$ cat src/hdl/led_pkg.sv
package led_pkg;

  ////////////////////////////////////////
  // bus bundles
  ////////////////////////////////////////

  // classic pipelined request from the master
  typedef struct packed {
    logic        cyc;
    logic        stb;
    logic        we;
    logic [31:0] adr;   // byte address
    logic [3:0]  sel;   // byte enables
    logic [31:0] dat;
  } wb_req_t;

  typedef struct packed {
    logic        ack;
    logic        stall; // tied low
    logic [31:0] dat;
  } wb_rsp_t;

  ////////////////////////////////////////
  // pixel and panel types
  ////////////////////////////////////////

  typedef struct packed {
    logic [7:0] r;
    logic [7:0] g;
    logic [7:0] b;      // lowest byte
  } pixel_t;

  typedef struct packed {
    logic r;
    logic g;
    logic b;
  } rgb_t;

  typedef struct packed {
    logic [3:0] row;
    rgb_t       rgb0;   // upper half
    rgb_t       rgb1;   // lower half
    logic       lat;
    logic       sclk;
    logic       oe_n;
  } panel_o_t;

  // control part of the panel bundle, formed by the scan FSM
  typedef struct packed {
    logic [3:0] row;
    logic       lat;
    logic       sclk;
    logic       oe_n;
  } panel_ctl_t;

  typedef enum logic [2:0] {
    S_IDLE,
    S_READ1,
    S_READ2,
    S_CLOCK,
    S_LATCH,
    S_DELAY
  } scan_state_t;

endpackage

$ cat src/hdl/scan_ctrl.sv
`timescale 1ns/1ps

module scan_ctrl
  #(parameter int COL = 32,
    parameter int ROW = 16)
  (input  logic                         clk_i,
   input  logic                         rst_i,
   output logic [$clog2(COL*ROW)-1:0]   scan_addr_o,
   output logic [2:0]                   plane_o,
   output logic                         cap0_o,
   output logic                         cap1_o,
   output logic                         load_o,
   input  logic                         done_i,
   output led_pkg::panel_ctl_t          panel_ctl_o);

  import led_pkg::*;

  localparam int CW = $clog2(COL);
  localparam int RW = $clog2(ROW/2);

  scan_state_t   state, state_next;
  logic [CW-1:0] col, col_next;
  logic          half, half_next;    // 0 upper, 1 lower
  logic [2:0]    plane, plane_next;
  logic [RW-1:0] row, row_next;

  ////////////////////////////////////////
  // state and counters
  ////////////////////////////////////////

  always_ff @(posedge clk_i or posedge rst_i)
    if (rst_i)
    begin
      state <= S_IDLE;
      col   <= '0;
      half  <= 1'b0;
      plane <= 3'd7;   // msb plane first
      row   <= '0;
    end
    else
    begin
      state <= state_next;
      col   <= col_next;
      half  <= half_next;
      plane <= plane_next;
      row   <= row_next;
    end

  always_comb
  begin
    state_next = state;
    col_next   = col;
    half_next  = half;
    plane_next = plane;
    row_next   = row;

    case (state)
      S_IDLE:
      begin
        state_next = S_READ1;
        half_next  = 1'b1;   // lower half address next
      end
      S_READ1:
      begin
        state_next = S_READ2;
        half_next  = 1'b0;
      end
      S_READ2:
        state_next = S_CLOCK;
      S_CLOCK:
        if (col == CW'(COL-1))
        begin
          col_next   = '0;
          state_next = S_LATCH;
        end
        else
        begin
          col_next   = col + 1'b1;
          state_next = S_IDLE;
        end
      S_LATCH:
        state_next = S_DELAY;   // timer loads here
      S_DELAY:
        if (done_i)
        begin
          state_next = S_IDLE;
          plane_next = plane - 1'b1;   // wraps 0 -> 7
          if (plane == 3'd0)
            row_next = (row == RW'(ROW/2-1)) ? '0 : row + 1'b1;
        end
      default:
        state_next = S_IDLE;
    endcase
  end

  ////////////////////////////////////////
  // outputs
  ////////////////////////////////////////

  assign scan_addr_o = {half, row, col};
  assign plane_o     = plane;
  assign cap0_o      = (state == S_READ1);  // upper pixel on RAM output
  assign cap1_o      = (state == S_READ2);
  assign load_o      = (state == S_LATCH);

  always_comb
  begin
    panel_ctl_o.row  = 4'(row);
    panel_ctl_o.lat  = (state == S_LATCH);
    panel_ctl_o.sclk = (state == S_CLOCK);
    panel_ctl_o.oe_n = (state != S_DELAY);
  end

  // row steps only at the end of the plane 0 on-time
  row_on_plane0: assert property (
    @(posedge clk_i) disable iff (rst_i)
    $changed(row) |-> $past(state == S_DELAY && done_i && plane == 3'd0));

  no_shift_while_lit: assert property (
    @(posedge clk_i) disable iff (rst_i)
    !(panel_ctl_o.sclk && !panel_ctl_o.oe_n));

endmodule

$ cat config.mk
export PLATFORM = sky130hd
export DESIGN_NAME = scan_ctrl
export DESIGN_NICKNAME = d
export VERILOG_FILES = /design/src/hdl/led_pkg.sv /design/src/hdl/scan_ctrl.sv
export SDC_FILE = /design/constraint.sdc
export NUM_CORES = 1
export LEC_CHECK = 0
export BUFFER_PORTS_ARGS = -buffer_cell sky130_fd_sc_hd__buf_2
export CORE_MARGIN = 2
export CORE_UTILIZATION = 44
export CTS_CLUSTER_SIZE = 40
export DETAILED_ROUTE_END_ITERATION = 10
export PLACE_DENSITY = 0.73
export RECOVER_POWER = 50
export SLEW_MARGIN = 20
export SYNTH_ARGS = -nofsm -noshare
export SYNTH_HDL_FRONTEND = slang
export SYNTH_SLANG_ARGS = --single-unit
$ cat constraint.sdc
create_clock -name clk_i -period 1.4 [get_ports clk_i]
set_input_delay 0.07 -clock clk_i [delete_from_list [all_inputs] [get_ports clk_i]]
set_output_delay 0.07 -clock clk_i [all_outputs]
set_load 0.05 [all_outputs]
==> summary.txt, run 1 <==
Cells and area
  • Core Util, Final: 0.679
  • Nets: 122
  • Commonest non-fill, non-tap cell in the layout: buf_2
  • Storage element area: 385 um^2
  • Fill count: 137
  • Layout cell share with drive strength beyond 1: 0.563
  • Area occupied by multi-input gates: 447 um^2
  • Commonest cells after routing, fill and taps aside: buf_2 (15), nand2_1 (10), buf_6 (9), buf_4 (9), dfrtp_1 (7)
  • Area Growth Syn to Fin: 43.1%
  • Number of inserted diodes: 0
  • Final Non-Filler Cells: 137

Flow run
  • Max Cap Viol: 0

Clocking
  • Worst-case clock buffer depth: 2
  • TritonCTS buffer count: 3
  • Clock transition at the registers of the reported paths: 0.09 ns
  • Number of H-tree levels: 1
  • Root buf cell: clkbuf_4
  • Clk sinks: 15
  • CTS tree: yes
  • Clk_lat worst skew: 0.28 ns

STA
  • Slew @ Worst Pin: 0.616 ns
  • Max Clock Skew: 0.00281 ns
  • Final hold viol count: 0
  • Final Max Slew Viols: 0
  • Fmax: 686 MHz
  • Final setup TNS: -0.0576 ns
  • Final Setup Violations: 1
  • RSZ-0062 raised after global routing: yes
  • Final period utilization: 1.04
  • Final worst slack: -0.0576 ns
  • Slew Limit Headroom: 0.591
  • Minimum clock period: 1.46 ns

Place
  • Final Wtd Congestion: 0.822
  • DP Cell Count: 124
  • DP HPWL: 1120 um
  • Setup WS pre-CTS: 0.0500 ns
  • PortBufs: 23

Pwr
  • Max IR drop VDD: 1.29 mV
  • Final Total Pwr: 2.20 mW
  • Cell leakage power: 0.590 nW
  • Power per Cell Area: 1850 nW/um^2

Logic synthesis
  • Predominant post-synthesis flop cell: dfrtp_1
  • Ys async rst share: 1.00
  • Post-synthesis compound-gate area fraction: 0.0755
  • Multiplexer share of the synthesized area: 0.0408
  • Synth Area in Simple Gates: 0.205
  • Adder-cell share of the synthesized area: 0.0906
  • Synth top area share: 0.363
  • Synth Net Count: 88
  • Post-synthesis sequential area ratio: 0.458
  • Synth area leader: dfrtp_1
  • Seq cells post-synth: 15
  • Syn. warnings: 0
  • XOR/XNOR Fraction of Synth Area: 0.0211
  • Mean Syn Cell Area: 10.5 um^2
  • Synthesized instance count: 79
  • Largest family of logic cells by synthesized area: simple AND/OR/NAND/NOR gates
  • Post-synthesis cell type count: 27
  • Synth area leaders: dfrtp_1 (36%), dfstp_2 (9.5%), ha_1 (9.1%)
  • Cell area after synthesis: 828 um^2
  • Post-synth EDFFs: 0

Routing
  • Routed wire length: 1710 um
  • First-pass iteration count of the detailed router: 4
  • Post-DR vias/cell: 4.88
  • Antenna-violating nets left: 0
  • DRC viols: 0
  • Vias post-DR: 669
  • DR iter-0 viols: 11
  • Drt wl/cell: 12.5 um

Critical path
  • Crit. End Element: register
  • Buf/Inv on CP: 0
  • CP top delay family: flip-flops
  • Critical path type: register to register
  • CP max FO: 6
  • Worst EP arrival: 1.64 ns
  • Crit-path max cell delay: 0.46 ns
  • Crit-path cells: ha_4 -> and3_4 -> ha_4 -> a31oi_1 -> o21ai_1 -> o41ai_2
  • Critical Path RT: 1.58 ns
  • Slowest cell on crit path: dfrtp_2
  • Most frequent cell on the critical path: ha_4
  • Startpoint Class: register

Global route
  • Global route total overflow: 0
  • Number of global-route vias before repair: 545
  • GRT Util Overall: 0.144
  • Largest net degree at the start of global routing: 16
  • Global-route wire length before repair: 2210 um
  • Initial antenna violation count: 0

Floorplan
  • Std cell rows: 15
  • Initial Util: 0.475
  • Core box area: 1750 um^2
  • Die H: 47.4 um
  • Boundary Pins: 25
  • Die X: 47.4 um
  • Die area: 2250 um^2

Status
  • Failing checks: setup timing
  • Status: finished with violations

Min path
  • Hold Path Class: input port to register
synth_stat cells, drive strengths merged (2+ instances only):
| cell type | instances |
|---|---|
| dfstp | 3 |
| nor3b | 2 |
| nand3b | 3 |
| inv | 7 |
| nand2 | 10 |
| buf | 8 |
| nand4b | 2 |
| o21ai | 5 |
| mux2 | 3 |
| dfrtp | 12 |
| nand2b | 2 |
| ha | 6 |
| nor2 | 5 |
flip-flops by register name, summed over array words and instances (netlist names):
name / count
col: 5
half: 1
plane_o: 3
row: 3
state: 3
worst min-delay path, stage by stage:
cell and delay, ns:
buf_2 0.12, nand2b_1 0.10, a22oi_1 0.06
timing repair:
action,in CTS,in global routing
endpoints found under the setup margin,5,9
resized for setup,7,16
hold buffers,1,0
endpoints found under the hold margin,12,0
pin swaps,0,4
setup buffers,1,7
per-layer routing:
layer	vias up	share of wire	GRT usage
li1	325	-	-
met1	318	0.44	0.177
met2	20	0.50	0.246
met3	6	0.043	0.0346
met4	0	0.021	0.0500
met5	-	0	0
layout make-up:
cell class / instances / area share
timing repair buffer: 37 / 0.224
clock buffer: 4 / 0.0222
sequential: 15 / 0.325
tap: 25 / 0.0264
multi-input combinational: 49 / 0.377
inverter: 7 / 0.0253
kinds of logic (layout without fill, tap and decap cells):
group           count (synthesis)  count (layout)
simple gates                   27              27
flops                          15              15
buf+inv                        15              48
compound gates                 10              10
fa+ha+maj                       6               6
mux                             3               3
xor+xnor                        2               2
other cells                     1               1
path summary, 6_finish.rpt:
path	end	startpoint	cells after the start	slack (ns)
worst min-delay path	state[0]	done_i	3	0.11
max in group asynchronous	col[3]	rst_i	3	0.62
worst max register to register	col[3]	col[0]	6	-0.06
min in group asynchronous	col[4]	rst_i	3	0.37
worst min register to register	half	half	1	0.50
worst max-delay path	col[3]	col[0]	6	-0.06
power by group:
part / switching [mW] / internal [mW]
logic: 0.788 / 0.438
clock network: 0.139 / 0.111
registers: 0.153 / 0.570
stage by stage:
stage          instance area [um^2]  hold slack, ns
5_1_grt                        1180           0.111
6_report                       1180           0.106
4_1_cts                        1080           0.117
3_5_place_dp                   1020           0.161
3_3_place_gp                   1020           0.152
2_1_floorplan                   892         -0.0309
Power figures use the tool's default switching activity.
==> run 2, diff against run 1 <==
Settings changed: ABC_AREA set to 1.
==> summary.txt, run 2 <==
Logic synthesis
  • Count leader, synth: nand2_1 (was dfrtp_1)
  • Synthesized instance count: 98 (was 79)
  • Post-synthesis sequential area ratio: 0.464 (was 0.458)
  • Synth Net Count: 107 (was 88)
  • Post-synthesis cell type count: 17 (was 27)
  • Post-synth EDFFs: 0 (unchanged)
  • Cell area after synthesis: 817 um^2 (was 828 um^2)
  • Most frequent cells after synthesis: nand2_1 (29), dfrtp_1 (12), inv_1 (12) (was dfrtp_1 (12), nand2_1 (10), buf_4 (8))
  • Seq cells post-synth: 15 (unchanged)
  • Ys async rst share: 1.00 (unchanged)
  • Mean Syn Cell Area: 8.34 um^2 (was 10.5 um^2)
  • Synth top area share: 0.368 (was 0.363)
  • Predominant post-synthesis flop cell: dfrtp_1 (unchanged)
  • Synth area leader: dfrtp_1 (unchanged)
  • Synth area leaders: dfrtp_1 (37%), nand2_1 (13%), dfstp_2 (9.6%) (was dfrtp_1 (36%), dfstp_2 (9.5%), ha_1 (9.1%))
  • Syn. warnings: 0 (unchanged)

Global route
  • GRT Util Overall: 0.153 (was 0.144)
  • Initial antenna violation count: 0 (unchanged)
  • Largest net degree at the start of global routing: 16 (unchanged)
  • Global route total overflow: 0 (unchanged)
  • Number of global-route vias before repair: 571 (was 545)
  • Global-route wire length before repair: 2340 um (was 2210 um)

STA
  • Slew Limit Headroom: 0.606 (was 0.591)
  • Final Max Slew Viols: 0 (unchanged)
  • Slew @ Worst Pin: 0.594 ns (was 0.616 ns)
  • Final hold viol count: 0 (unchanged)
  • Minimum clock period: 1.32 ns (was 1.46 ns)
  • Fmax: 756 MHz (was 686 MHz)
  • Max Clock Skew: 0.00253 ns (was 0.00281 ns)
  • Final period utilization: 0.945 (was 1.04)
  • Hold Slack: 0.121 ns (was 0.106 ns)
  • Final Setup Violations: 0 (was 1)
  • RSZ-0062 raised after global routing: no (was yes)

Routing
  • First-pass iteration count of the detailed router: 4 (unchanged)
  • DR iter-0 viols: 20 (was 11)
  • Vias post-DR: 670 (was 669)
  • Post-DR vias/cell: 4.62 (was 4.88)
  • DRC viols: 0 (unchanged)
  • Drt wl/cell: 9.94 um (was 12.5 um)
  • Routed wire length: 1440 um (was 1710 um)
  • Antenna-violating nets left: 0 (unchanged)

Floorplan
  • Die area: 2220 um^2 (was 2250 um^2)
  • Core box area: 1750 um^2 (unchanged)
  • Die X: 47.1 um (was 47.4 um)
  • Die H: 47.1 um (was 47.4 um)
  • Boundary Pins: 25 (unchanged)
  • Std cell rows: 15 (unchanged)
  • Initial Util: 0.468 (was 0.475)

Pwr
  • Final Total Pwr: 1.83 mW (was 2.20 mW)
  • Cell leakage power: 0.534 nW (was 0.590 nW)
  • Power per Cell Area: 1850 nW/um^2 (about the same)
  • Max IR drop VDD: 1.17 mV (was 1.29 mV)

Min path
  • Worst Hold Depth: 4 (was 3)
  • Hold Path Sink: state[0] (unchanged)
  • Hold_sp: done_i (unchanged)
  • Hold Path Class: input port to register (unchanged)

Cells and area
  • Number of inserted diodes: 0 (unchanged)
  • Fill count: 170 (was 137)
  • Largest Register: col (unchanged)
  • Number of flip-flops in the largest register: 5 (unchanged)
  • Commonest cells after routing, fill and taps aside: nand2_1 (29), buf_2 (12), inv_1 (9) (was buf_2 (15), nand2_1 (10), buf_6 (9), buf_4 (9), dfrtp_1 (7))
  • Area Growth Syn to Fin: 20.5% (was 43.1%)
  • Area occupied by multi-input gates: 348 um^2 (was 447 um^2)
  • Storage element area: 384 um^2 (was 385 um^2)
  • Nets: 130 (was 122)
  • Layout cell share with drive strength beyond 1: 0.283 (was 0.563)
  • Commonest non-fill, non-tap cell in the layout: nand2_1 (was buf_2)

Critical path
  • Worst flop-to-flop path endpoint: col[0] (was col[3])
  • Critical Path RT: 1.33 ns (was 1.58 ns)
  • Reg2reg setup slack: 0.12 ns (was -0.06 ns)
  • RR Startpoint: col[0] (unchanged)
  • Reg2reg path depth: 6 (unchanged)
  • Critical path type: register to output pin (was register to register)
  • Crit. End Element: output pin (was register)
  • Startpoint Class: register (unchanged)
  • Worst EP arrival: 1.25 ns (was 1.64 ns)
  • CP max FO: 10 (was 6)

Clocking
  • Clk sinks: 15 (unchanged)
  • Worst-case clock buffer depth: 2 (unchanged)
  • Number of H-tree levels: 1 (unchanged)
  • Clk_lat worst skew: 0.28 ns (about the same)
  • TritonCTS buffer count: 3 (unchanged)
  • CTS tree: yes (unchanged)
  • Root buf cell: clkbuf_4 (unchanged)
  • Clock transition at the registers of the reported paths: 0.09 ns (about the same)

Place
  • DP HPWL: 1130 um (was 1120 um)
  • Final Wtd Congestion: 0.685 (was 0.822)
  • PortBufs: 23 (unchanged)

Flow run
  • Max Cap Viol: 0 (unchanged)

Status
  • Status: complete, no violations (was finished with violations)
## run 2: cell types whose count changed in the layout (fill, tap and decap cells not counted), sizes merged, moves of 2 or more
cell,previous run,this run
nand3,1,6
nand4b,2,0
nand4,0,2
nand2b,2,0
nand3b,3,0
nor2,5,9
inv,6,12
mux2,3,0
nor3b,2,0
buf,33,15
clkbuf,7,13
nand2,10,29
## run 2: layout make-up
cell class                 instances  area share
sequential                        15       0.390
multi-input combinational         64       0.353
timing repair buffer              25       0.152
inverter                          12      0.0457
tap                               25      0.0318
clock buffer                       4      0.0267
## run 2: worst max-delay path, stage by stage (launching register included)
cell and delay (ns):
dfrtp_2 0.42, nand2_1 0.10, nor2_4 0.20, buf_4 0.24
## run 2: worst max-delay path by stage
stage | from | end | slack [ns] | cells after the start
after global routing | state[0] | panel_ctl_o[2] | 0.004 | 4
after global placement | col[0] | col[4] | 0.16 | 5
final | state[0] | panel_ctl_o[1] | 0.08 | 3
after detailed placement | col[0] | col[0] | 0.12 | 6
after floorplan | col[0] | col[4] | 0.02 | 5
after CTS | state[0] | load_o | -0.03 | 4
## run 2: report_power, final
group | internal, mW | switching (mW) | leakage, nW
sequential | 0.561 | 0.109 | 0.182
clock | 0.111 | 0.134 | 0.0150
combinational | 0.212 | 0.698 | 0.336
## run 2: layer usage
metal | up-vias | part of all wire | track usage
met5 | - | 0 | 0
met4 | 0 | 0.020 | 0.100
met3 | 4 | 0.050 | 0.0269
met2 | 17 | 0.47 | 0.214
met1 | 302 | 0.46 | 0.216
li1 | 347 | - | -
## run 2: repair_timing
item,in CTS,in global routing
setup buffers,0,1
hold endpoints to repair,12,0
resized for setup,2,7
hold buffers,1,0
endpoints found under the setup margin,4,5
pin swaps,0,0
## run 2: per-stage QoR
stage / utilization / std cells / setup WS (ns) / TNS (ns) / cell area, um^2
after CTS: 0.551 / 144 / -0.0330 / -0.0646 / 962
after global routing: 0.564 / 145 / 0.00379 / 0 / 985
after global placement: 0.528 / 139 / 0.157 / 0 / 921
final: 0.564 / 145 / 0.0768 / 0 / 985
after floorplan: - / 98 / 0.0202 / 0 / 827
after detailed placement: 0.528 / 139 / 0.124 / 0 / 921
## run 2: cell families after synthesis
logic type	after synthesis	share of synthesized area
AO/OA/AOI/OAI	7	0.0444
buffers and inverters	19	0.119
other	1	0.00459
AND/OR/NAND/NOR	47	0.243
flip-flops	15	0.464
adder cells (fa/ha/maj)	6	0.0919
XOR/XNOR	3	0.0322
==> run 3, diff against run 2 <==
Settings changed: CORE_UTILIZATION 44 to 50, PLACE_DENSITY 0.73 to 0.78.
Clock period 1.4 ns to 1.6 ns, I/O delays scaled along.
==> summary.txt, run 3 (synthesis gave the netlist of run 2 again) <==
Routing
  • Post-DR vias/cell: 5.01 (was 4.62)
  • Drt wl/cell: 10.4 um (was 9.94 um)
  • DR iter-0 viols: 14 (was 20)
  • First-pass iteration count of the detailed router: 4 (unchanged)
  • Vias post-DR: 677 (was 670)
  • Routed wire length: 1410 um (was 1440 um)
  • Antenna-violating nets left: 0 (unchanged)
  • DRC viols: 0 (unchanged)

Cells and area
  • Nets: 129 (was 130)
  • Fill count: 139 (was 170)
  • Post-route cell area: 927 um^2 (was 985 um^2)
  • Layout cell share with drive strength beyond 1: 0.193 (was 0.283)
  • Number of inserted diodes: 0 (unchanged)
  • Number of flip-flops in the largest register: 5 (unchanged)
  • Commonest non-fill, non-tap cell in the layout: nand2_1 (unchanged)
  • Final Non-Filler Cells: 135 (was 145)
  • Area Growth Syn to Fin: 13.5% (was 20.5%)
  • Commonest cells after routing, fill and taps aside: nand2_1 (29), buf_2 (16), inv_1 (12), dfrtp_1 (12) (was nand2_1 (29), buf_2 (12), inv_1 (9))
  • Largest Register: col (unchanged)

Critical path
  • Reg2reg path depth: 6 (unchanged)
  • Startpoint Class: register (unchanged)
  • Worst flop-to-flop path endpoint: col[0] (unchanged)
  • Critical Path RT: 1.52 ns (was 1.33 ns)
  • Critical path type: register to output pin (unchanged)
  • Crit. End Element: output pin (unchanged)
  • Reg2reg setup slack: 0.26 ns (was 0.12 ns)
  • Slowest cell on crit path: dfrtp_1 (was dfrtp_2)
  • CP max FO: 10 (unchanged)
  • Crit-path cells: nand2_1 -> nor2_4 -> buf_2 (was nand2_1 -> nor2_4 -> buf_4)
  • RR Startpoint: col[1] (was col[0])
  • Worst EP arrival: 1.35 ns (was 1.25 ns)
  • Worst setup path startpoint: state[0] (unchanged)
  • Crit-path max cell delay: 0.44 ns (was 0.42 ns)

Floorplan
  • Initial Util: 0.536 (was 0.468)
  • Core box area: 1520 um^2 (was 1750 um^2)
  • Die area: 1970 um^2 (was 2220 um^2)
  • Boundary Pins: 25 (unchanged)
  • Die H: 44.4 um (was 47.1 um)
  • Std cell rows: 14 (was 15)
  • Die X: 44.4 um (was 47.1 um)

Place
  • Final Wtd Congestion: 0.799 (was 0.685)
  • PortBufs: 23 (unchanged)
  • DP HPWL: 1040 um (was 1130 um)
  • Placed cell area: 900 um^2 (was 921 um^2)
  • DP Cell Count: 130 (was 139)

STA
  • Slew @ Worst Pin: 0.602 ns (was 0.594 ns)
  • Final hold viol count: 0 (unchanged)
  • Final period utilization: 0.893
  • Minimum clock period: 1.43 ns
  • Fmax: 700 MHz
  • Final Max Slew Viols: 0 (unchanged)
  • Final setup TNS: 0 ns (unchanged)
  • RSZ-0062 raised after global routing: no (unchanged)
  • Slew Limit Headroom: 0.601 (was 0.606)
  • Max Clock Skew: 0.0103 ns (was 0.00253 ns)
  • Final Setup Violations: 0 (unchanged)

Flow run
  • Max Cap Viol: 0 (unchanged)

Global route
  • Largest net degree at the start of global routing: 16 (unchanged)
  • Global route total overflow: 0 (unchanged)
  • Global-route wire length before repair: 2500 um (was 2340 um)
  • GRT Util Overall: 0.178 (was 0.153)
  • Number of global-route vias before repair: 608 (was 571)
  • Initial antenna violation count: 0 (unchanged)

Clocking
  • Clk sinks: 15 (unchanged)
  • Number of H-tree levels: 1 (unchanged)
  • Clock transition at the registers of the reported paths: 0.09 ns (about the same)
  • Clk_lat worst skew: 0.29 ns (was 0.28 ns)
  • Worst-case clock buffer depth: 2 (unchanged)
  • Root buf cell: clkbuf_4 (unchanged)
  • CTS tree: yes (unchanged)
  • TritonCTS buffer count: 3 (unchanged)

Min path
  • Hold_sp: done_i (unchanged)
  • Hold Path Sink: state[0] (unchanged)
  • Hold Path Class: input port to register (unchanged)
  • Worst Hold Depth: 4 (unchanged)

Status
  • Status: complete, no violations (unchanged)

Pwr
  • Power per Cell Area: 1700 nW/um^2 (was 1850 nW/um^2)
  • Cell leakage power: 0.532 nW (was 0.534 nW)
  • Max IR drop VDD: 1.26 mV (was 1.17 mV)
## run 3: worst max-delay path, delay by kind of cell (launching register included)
family | cells | cell delay [ns]
buffers and inverters | 1 | 0.30
and+or+nand+nor | 2 | 0.32
DFF | 1 | 0.44
## run 3: what timing repair did
action | in CTS | in global routing
endpoints found under the hold margin | 12 | 0
hold buffers | 1 | 0
buffers inserted | 0 | 0
gates resized for setup | 0 | 0
## run 3: cell type report
type	count	area, um^2	share of cell area
Clock buffer	4	26.3	0.0283
Sequential cell	15	379	0.409
Timing Repair Buffer	24	116	0.126
Inverter	12	45.0	0.0486
Tap cell	16	20.0	0.0216
Multi-Input combinational cell	64	340	0.367
## run 3: routing by layer
metal	part of all wire	GRT usage
met1	0.45	0.228
met2	0.46	0.268
met3	0.085	0.0735
met4	0.0064	0.0727
met5	0	0
## run 3: metrics by stage
stage | power (mW) | worst slack, ns | util | hold WS, ns
6_report | 1.57 | 0.171 | 0.608 | 0.149
3_5_place_dp | 1.36 | 0.307 | 0.590 | 0.154
4_1_cts | 1.61 | 0.163 | 0.614 | 0.123
3_3_place_gp | 1.35 | 0.339 | 0.590 | 0.158
2_1_floorplan | 1.22 | 0.0800 | - | -0.0207
5_1_grt | 1.67 | 0.0883 | 0.608 | 0.145
## run 3: worst max path at each step
stage / slack [ns] / end / cells after the start
floorplan: 0.08 / col[0] / 6
global placement: 0.34 / col[4] / 5
detailed placement: 0.31 / col[0] / 6
CTS: 0.16 / cap0_o / 4
global route: 0.09 / cap0_o / 4
finish: 0.17 / panel_ctl_o[1] / 3
## run 3: report_power, final
part	total [mW]	switching, mW	internal, mW
Clock	0.217	0.120	0.0970
Sequential	0.575	0.0901	0.485
Combinational	0.782	0.617	0.165
